$ cat config.mk
export PLATFORM = sky130hd
export DESIGN_NAME = dcache_dirty
export DESIGN_NICKNAME = d
export VERILOG_FILES = /design/src/verilog/dcache_dirty_pkg.sv /design/src/verilog/dcache_dirty.sv /design/src/verilog/dcache_dirty_ports.sv /design/src/verilog/dcache_dirty_ram.sv /design/src/verilog/dcache_dirty_sweep.sv
export VERILOG_INCLUDE_DIRS = /design/src /design/src/verilog
export SDC_FILE = /design/constraint.sdc
export NUM_CORES = 1
export LEC_CHECK = 0
export BUFFER_PORTS_ARGS = -buffer_cell sky130_fd_sc_hd__buf_2
export CORE_AREA = 2 2 91 93
export DETAILED_ROUTE_END_ITERATION = 10
export DIE_AREA = 0 0 93 95
export MAX_ROUTING_LAYER = met4
export PLACE_DENSITY = 0.83
export SLEW_MARGIN = 20
export SYNTH_ARGS = -nofsm -noshare
export SYNTH_HDL_FRONTEND = slang
export SYNTH_SLANG_ARGS = --single-unit
$ cat constraint.sdc
create_clock -name clk -period 2.4 [get_ports clk]
set_clock_uncertainty 0.2 [all_clocks]
set_input_delay 0.12 -clock clk [delete_from_list [all_inputs] [get_ports clk]]
set_output_delay 0.12 -clock clk [all_outputs]
set_load 0.005 [all_outputs]
$ cat src/verilog/dcache_dirty_cfg.svh
`ifndef DCACHE_DIRTY_CFG_SVH
`define DCACHE_DIRTY_CFG_SVH

// Geometry of the dirty-bit array
// 64 lines are kept as 8 rows of 8 bits

// Number of rows in the array
`define DD_ROWS 8

// Bits per row, one per line
`define DD_COLS 8

// Index widths
`define DD_ROW_W 3
`define DD_COL_W 3

// Flat line index, row in the upper bits
`define DD_LINE_W 6

`endif

$ cat src/verilog/dcache_dirty_pkg.sv
`default_nettype none

`include "dcache_dirty_cfg.svh"

package dcache_dirty_pkg;

  // Line number split into array coordinates
  typedef struct packed {
    logic [`DD_ROW_W-1:0] row;
    logic [`DD_COL_W-1:0] col;
  } line_rc_t;

  // Same line number, seen flat or as row/column
  typedef union packed {
    logic [`DD_LINE_W-1:0] idx;
    line_rc_t              rc;
  } line_u;

  // One store port
  typedef struct packed {
    logic  valid;
    line_u line;
  } store_req_t;

  // Fill of a new line, dirty if the fill already carries a store
  typedef struct packed {
    logic  valid;
    logic  dirty;
    line_u line;
  } fill_req_t;

  // One bit-enabled write port of the array
  typedef struct packed {
    logic                 wen;
    logic [`DD_ROW_W-1:0] row;
    logic [`DD_COLS-1:0]  bit_en;
    logic [`DD_COLS-1:0]  data;
  } ram_wr_t;

endpackage

`default_nettype wire

$ cat src/verilog/dcache_dirty.sv
`timescale 1ns/1ns
`default_nettype none

`include "dcache_dirty_cfg.svh"

// Dirty-bit store of a write-back data cache, 64 lines
module dcache_dirty (
  input  wire logic                      clk,
  input  wire logic                      rst,
  // Store ports
  input  dcache_dirty_pkg::store_req_t   store0,
  input  dcache_dirty_pkg::store_req_t   store1,
  // Line fill
  input  dcache_dirty_pkg::fill_req_t    fill,
  // Whole-row clear
  input  wire logic                      clear_valid,
  input  wire logic [`DD_ROW_W-1:0]      clear_row,
  // Read port
  input  wire logic                      read_en,
  input  dcache_dirty_pkg::line_u        read_line,
  output logic                           read_dirty,
  // High while the reset sweep runs
  output logic                           busy
);

  logic                      sweep_clear;
  logic [`DD_ROW_W-1:0]      sweep_row;

  dcache_dirty_pkg::ram_wr_t wr0;
  dcache_dirty_pkg::ram_wr_t wr1;

  logic                      rd_en;
  logic [`DD_ROW_W-1:0]      rd_row;
  logic [`DD_COLS-1:0]       rd_data;

  dcache_dirty_sweep u_sweep (
    .clk         (clk),
    .rst         (rst),
    .sweep_clear (sweep_clear),
    .sweep_row   (sweep_row),
    .busy        (busy)
  );

  dcache_dirty_ports u_ports (
    .clk         (clk),
    .rst         (rst),
    .busy        (busy),
    .sweep_clear (sweep_clear),
    .sweep_row   (sweep_row),
    .store0      (store0),
    .store1      (store1),
    .fill        (fill),
    .clear_valid (clear_valid),
    .clear_row   (clear_row),
    .read_en     (read_en),
    .read_line   (read_line),
    .wr0         (wr0),
    .wr1         (wr1),
    .rd_en       (rd_en),
    .rd_row      (rd_row),
    .rd_data     (rd_data),
    .read_dirty  (read_dirty)
  );

  dcache_dirty_ram u_ram (
    .clk     (clk),
    .rst     (rst),
    .wr0     (wr0),
    .wr1     (wr1),
    .rd_en   (rd_en),
    .rd_row  (rd_row),
    .rd_data (rd_data)
  );

endmodule

`default_nettype wire

$ cat src/verilog/dcache_dirty_ports.sv
`timescale 1ns/1ns
`default_nettype none

`include "dcache_dirty_cfg.svh"

// Request decode for the two array write ports and the read bit select
module dcache_dirty_ports (
  input  wire logic                      clk,
  input  wire logic                      rst,
  input  wire logic                      busy,
  input  wire logic                      sweep_clear,
  input  wire logic [`DD_ROW_W-1:0]      sweep_row,
  input  dcache_dirty_pkg::store_req_t   store0,
  input  dcache_dirty_pkg::store_req_t   store1,
  input  dcache_dirty_pkg::fill_req_t    fill,
  input  wire logic                      clear_valid,
  input  wire logic [`DD_ROW_W-1:0]      clear_row,
  input  wire logic                      read_en,
  input  dcache_dirty_pkg::line_u        read_line,
  output dcache_dirty_pkg::ram_wr_t      wr0,
  output dcache_dirty_pkg::ram_wr_t      wr1,
  output logic                           rd_en,
  output logic      [`DD_ROW_W-1:0]      rd_row,
  input  wire logic [`DD_COLS-1:0]       rd_data,
  output logic                           read_dirty
);

  // Latched column of the line being read
  logic [`DD_COL_W-1:0] rd_col_q;

  // External port 0 traffic is only accepted once the sweep is over
  logic ext_ok;

  // Column to one-hot bit enable
  function automatic logic [`DD_COLS-1:0] col_onehot(input logic [`DD_COL_W-1:0] col);
    logic [`DD_COLS-1:0] oh;
    oh = '0;
    oh[col] = 1'b1;
    return oh;
  endfunction

  assign ext_ok = ~busy;

  // Port 0 in priority order: sweep, clear, fill, store0
  always_comb begin
    wr0 = '0;
    if (sweep_clear) begin
      wr0.wen    = 1'b1;
      wr0.row    = sweep_row;
      wr0.bit_en = '1;
      wr0.data   = '0;
    end else if (ext_ok) begin
      if (clear_valid) begin
        wr0.wen    = 1'b1;
        wr0.row    = clear_row;
        wr0.bit_en = '1;
        wr0.data   = '0;
      end else if (fill.valid) begin
        wr0.wen    = 1'b1;
        wr0.row    = fill.line.rc.row;
        wr0.bit_en = col_onehot(fill.line.rc.col);
        wr0.data   = {`DD_COLS{fill.dirty}};
      end else if (store0.valid) begin
        wr0.wen    = 1'b1;
        wr0.row    = store0.line.rc.row;
        wr0.bit_en = col_onehot(store0.line.rc.col);
        wr0.data   = '1;
      end
    end
  end

  // Port 1 only marks lines dirty, never blocked
  always_comb begin
    wr1        = '0;
    wr1.wen    = store1.valid;
    wr1.row    = store1.line.rc.row;
    wr1.bit_en = col_onehot(store1.line.rc.col);
    wr1.data   = '1;
  end

  // Row goes to the array, column is kept here
  assign rd_en  = read_en;
  assign rd_row = read_line.rc.row;

  always_ff @(posedge clk) begin
    if (rst) begin
      rd_col_q <= '0;
    end else if (read_en) begin
      rd_col_q <= read_line.rc.col;
    end
  end

  // Pick the latched line out of the row
  assign read_dirty = rd_data[rd_col_q];

endmodule

`default_nettype wire

$ cat src/verilog/dcache_dirty_ram.sv
`timescale 1ns/1ns
`default_nettype none

`include "dcache_dirty_cfg.svh"

// Dirty-bit array with two bit-enabled write ports and one read port
module dcache_dirty_ram (
  input  wire logic                    clk,
  input  wire logic                    rst,
  input  dcache_dirty_pkg::ram_wr_t    wr0,
  input  dcache_dirty_pkg::ram_wr_t    wr1,
  input  wire logic                    rd_en,
  input  wire logic [`DD_ROW_W-1:0]    rd_row,
  output logic      [`DD_COLS-1:0]     rd_data
);

  // One dirty bit per line
  logic [`DD_COLS-1:0] mem [`DD_ROWS];

  // Registered read row
  logic [`DD_ROW_W-1:0] rd_row_q;

  // Bit writes
  // Port 1 comes last in the block so it wins on a shared bit
  always_ff @(posedge clk) begin
    if (wr0.wen) begin
      for (int k = 0; k < `DD_COLS; k++) begin
        if (wr0.bit_en[k]) begin
          mem[wr0.row][k] <= wr0.data[k];
        end
      end
    end
    if (wr1.wen) begin
      for (int k = 0; k < `DD_COLS; k++) begin
        if (wr1.bit_en[k]) begin
          mem[wr1.row][k] <= wr1.data[k];
        end
      end
    end
  end

  // Read address register
  always_ff @(posedge clk) begin
    if (rst) begin
      rd_row_q <= '0;
    end else if (rd_en) begin
      rd_row_q <= rd_row;
    end
  end

  // Row contents follow later writes to the latched row
  assign rd_data = mem[rd_row_q];

endmodule

`default_nettype wire

$ cat src/verilog/dcache_dirty_sweep.sv
`timescale 1ns/1ns
`default_nettype none

`include "dcache_dirty_cfg.svh"

// Clears every row of the array after reset
module dcache_dirty_sweep (
  input  wire logic                 clk,
  input  wire logic                 rst,
  output logic                      sweep_clear,
  output logic [`DD_ROW_W-1:0]      sweep_row,
  output logic                      busy
);

  localparam logic [`DD_ROW_W-1:0] LAST_ROW = `DD_ROW_W'(`DD_ROWS - 1);

  logic [`DD_ROW_W-1:0] row_q;
  logic                 busy_q;

  // Row counter and busy flag
  // Both held at their start values through reset
  always_ff @(posedge clk) begin
    if (rst) begin
      busy_q <= 1'b1;
      row_q  <= '0;
    end else if (busy_q) begin
      row_q <= row_q + 1'b1;
      // Done once the last row has been cleared
      if (row_q == LAST_ROW) begin
        busy_q <= 1'b0;
      end
    end
  end

  // One clear per cycle while the sweep runs
  assign sweep_clear = busy_q;
  assign sweep_row   = row_q;
  assign busy        = busy_q;

endmodule

`default_nettype wire
==> flow_summary.yaml <==
outcome:
  status: "finished with violations"
  violations: "setup timing"
timing:
  worst-slew-pin-transition_ps: 1000
  setup_viol_count_final: 1
  hold-worst-slack_ps: 102
  period_share_pct: 103
  maxSlewHeadroom_pct: 32.1
  post-route-min-period_ps: 2480
  finalHoldViolCount: 0
  slew_viol_final: 0
  final_critical_path_setup_slack_ps: -76.8
  unrepaired_setup_endpoints_after_global_routing: "true"
  max_fclk_ghz: 0.404
  timing.setup.tns_ps: -76.8
setup_path:
  timing.critical_path.max_delay_family: "multiplexers"
  cp_slowest_stage_delay_ps: 520
  slowest_stage: "sky130_fd_sc_hd__mux4_2"
  worst-r2r-setup-slack_ps: 150
  worstSetupPathType: "flip-flop to primary output"
  critical_path.max_fanout: 8
  worst_ep_required_time_ps: 2080
  worstSetupEndpointType: "primary output"
  crit_chain: "buf_12, buf_6, mux4_2, mux2i_1, mux4_2, o21ai_1, buf_2"
  worst-endpoint-arrival_ps: 2160
  cp_common_cell: "sky130_fd_sc_hd__mux4_2"
  worstPathBufferInverterCount: 3
  cp-start-kind: "flip-flop"
layout:
  syn_to_final_growth_pct: 19.3
  fin_nets: 621
  utilization_pct: 69.1
  antenna_cells_inserted: 0
  most-common-layout-cells: "75 x sky130_fd_sc_hd__dfxtp_1, 74 x sky130_fd_sc_hd__nand2_1, 36 x sky130_fd_sc_hd__buf_2, 33 x sky130_fd_sc_hd__nand4_1, 32 x sky130_fd_sc_hd__o211ai_1"
  final_common_cell: "sky130_fd_sc_hd__dfxtp_1"
  share_of_post_route_cells_with_drive_strength_above_1_pct: 21.5
synth:
  synth.net_count: 570
  synth_top_area_share_pct: 33.6
  synth_seq_cells: 77
  synth-seq-area-share_pct: 33.6
  synth_top_flop_cell: "sky130_fd_sc_hd__dfxtp_1"
  postSynthCellCount: 533
  postSynthAreaPerCell_um2: 8.61
  synth_cell_type_count: 50
  ys_async_sr_fraction_pct: 0
  yosysWarnings: 0
  synth-edff-count: 0
  library_cell_occupying_the_most_area_in_the_post_synthesis_netlist: "sky130_fd_sc_hd__dfxtp_1"
  netlist_top_cells_area: "sky130_fd_sc_hd__dfxtp_1 34%, sky130_fd_sc_hd__mux4_2 8.3%, sky130_fd_sc_hd__nand2_1 6.1%"
  syn-cell-area_um2: 4590
route:
  detail-route-antenna-nets: 0
  detail_route.wl_per_cell_um: 21.1
  postRouteWirelength_um: 14600
  detail_route.vias_per_cell: 7.01
  drt_pass1_iterations: 7
  via_count: 4848
  drcViolationCount: 0
  detailedRoute.firstIterationViolations: 465
worst_hold_path:
  worstHoldPathType: "primary input to flip-flop"
global_routing:
  globalRouteOverflowTotal: 0
  number_of_antenna_violations_at_the_first_check_in_global_routing: 0
  grt_use_total_pct: 35.2
  grt_start_max_net_pins: 50
  grt_pass1_wl_um: 23300
  grt_pass1_vias: 4720
place:
  port_bufs: 36
  gp_congestion: 0.897
  detailedPlacementHpwl_um: 9240
clocking:
  cts_tree: "done"
  cts_sinks: 77
  clock_tree.root_cell: "sky130_fd_sc_hd__clkbuf_8"
  clkTransAtPathRegs_ps: 80
  tritoncts.num_buffers: 9
  cts_max_level: 3
  clock_tree.buffer_depth: 2
  clock_insertion_delay_worst_skew_ps: 350
die:
  core_um2: 7930
  initial_core_util_pct: 57.9
  placementRows: 33
  floorplan.io_pins: 37
  fp.dieH_um: 95
  die_width_um: 93
  dieArea_um2: 8840
power:
  power.leakage_uw: 0.00191
  design_power_total_uw: 4040
  cellPowerDensity_nw_per_um2: 737
  vdd.ir_drop.worst_mv: 0.550
flow_run:
  cap_violations: 0
-- worst paths after layout --
check | end | depth (start not counted) | startpoint
worst max-delay path | read_dirty | 7 | flip-flop
worst min-delay path | u_ram.mem[2][7]$_DFF_P_ | 5 | store1[5]
worst max register to register | u_ram.mem[2][5]$_DFF_P_ | 6 | u_sweep.busy$_SDFF_PP1_
worst min register to register | u_ram.mem[0][1]$_DFF_P_ | 2 | u_ram.mem[0][1]$_DFF_P_
-- cell type report --
type / instances / area (um2)
sequential: 77 / 1550
clock buffer: 9 / 124
timing repair buffer: 94 / 777
multi-input combinational: 400 / 2810
inverter: 2 / 7.51
clock inverter: 5 / 77.6
fill: 646 / 2450
tap: 105 / 131
-- timing repair --
action,in CTS,in global routing
gates resized for setup,6,4
hold buffers,20,0
endpoints found under the setup margin,1,44
cloned,1,0
hold endpoints to repair,15,0
buffers inserted,2,0
pin swaps,1,1
-- registers in the layout, indices dropped and copies added (netlist names), named ones only --
signal	cells
u_ram.rd_row_q	3
u_ram.mem	64
u_ports.rd_col_q	3
u_sweep.sweep_row	3
u_sweep.busy	1
-- metrics by stage --
step | cells | setup slack [ps] | cell area (um2)
after CTS | 692 | -48.8 | 5460
after detailed placement | 655 | 78.3 | 4990
after global routing | 692 | -146 | 5480
after global placement | 655 | 208 | 4990
after floorplan | 533 | 367 | 4590
final | 692 | -76.8 | 5480
-- synth_stat cells, types with 2 or more instances --
library cell	count
sky130_fd_sc_hd__nand3_1	12
sky130_fd_sc_hd__buf_6	4
sky130_fd_sc_hd__a21oi_1	4
sky130_fd_sc_hd__a21oi_2	2
sky130_fd_sc_hd__o41ai_2	2
sky130_fd_sc_hd__dfxtp_1	77
sky130_fd_sc_hd__a31o_2	2
sky130_fd_sc_hd__a21o_1	5
sky130_fd_sc_hd__a31oi_1	27
sky130_fd_sc_hd__clkbuf_1	21
sky130_fd_sc_hd__nand2b_1	7
sky130_fd_sc_hd__or2_1	2
sky130_fd_sc_hd__nor3_1	3
sky130_fd_sc_hd__buf_1	9
sky130_fd_sc_hd__nor2_1	24
sky130_fd_sc_hd__buf_2	17
sky130_fd_sc_hd__nand2_1	74
sky130_fd_sc_hd__and3b_1	3
sky130_fd_sc_hd__o211ai_1	32
sky130_fd_sc_hd__nor3b_1	4
sky130_fd_sc_hd__a221o_1	2
sky130_fd_sc_hd__mux2i_1	12
sky130_fd_sc_hd__o21ai_0	15
sky130_fd_sc_hd__mux4_2	17
sky130_fd_sc_hd__nand4_1	33
sky130_fd_sc_hd__or3_1	8
sky130_fd_sc_hd__ha_1	2
sky130_fd_sc_hd__buf_4	3
sky130_fd_sc_hd__inv_1	2
sky130_fd_sc_hd__nor2b_1	8
sky130_fd_sc_hd__a22oi_1	2
sky130_fd_sc_hd__o21ai_1	27
sky130_fd_sc_hd__nor4_1	24
sky130_fd_sc_hd__a221oi_2	2
sky130_fd_sc_hd__o41ai_1	30
-- power by group --
group,switching [uW],internal [uW]
logic,578,566
clock network,480,571
registers,211,1630
total,1270,2770
-- per-layer routing --
| metal | up-vias | track usage, % | share of wire [%] |
|---|---|---|---|
| li1 | 2189 | - | - |
| met1 | 2288 | 40.6 | 39 |
| met2 | 315 | 57.2 | 48 |
| met3 | 56 | 9.02 | 9.8 |
| met4 | 0 | 17.5 | 3.8 |
| met5 | - | - | 0 |
-- worst reg2reg max path: cells and delay by family (launching register included) --
kind,cells,cell delay (ps)
compound gates,3,630
buf+inv,1,190
flops,1,430
simple gates,2,670
-- logic make-up (layout without fill, tap and decap cells) --
family	count (synthesis)	in the layout	share of synthesized area, %
compound gates	162	162	25.9
xor+xnor	1	1	0.191
fa+ha+maj	2	2	0.545
buf+inv	56	110	5.94
flops	77	77	33.6
mux	29	29	11.0
simple gates	206	206	22.9
Note: power is estimated with default switching activity, not from simulation.
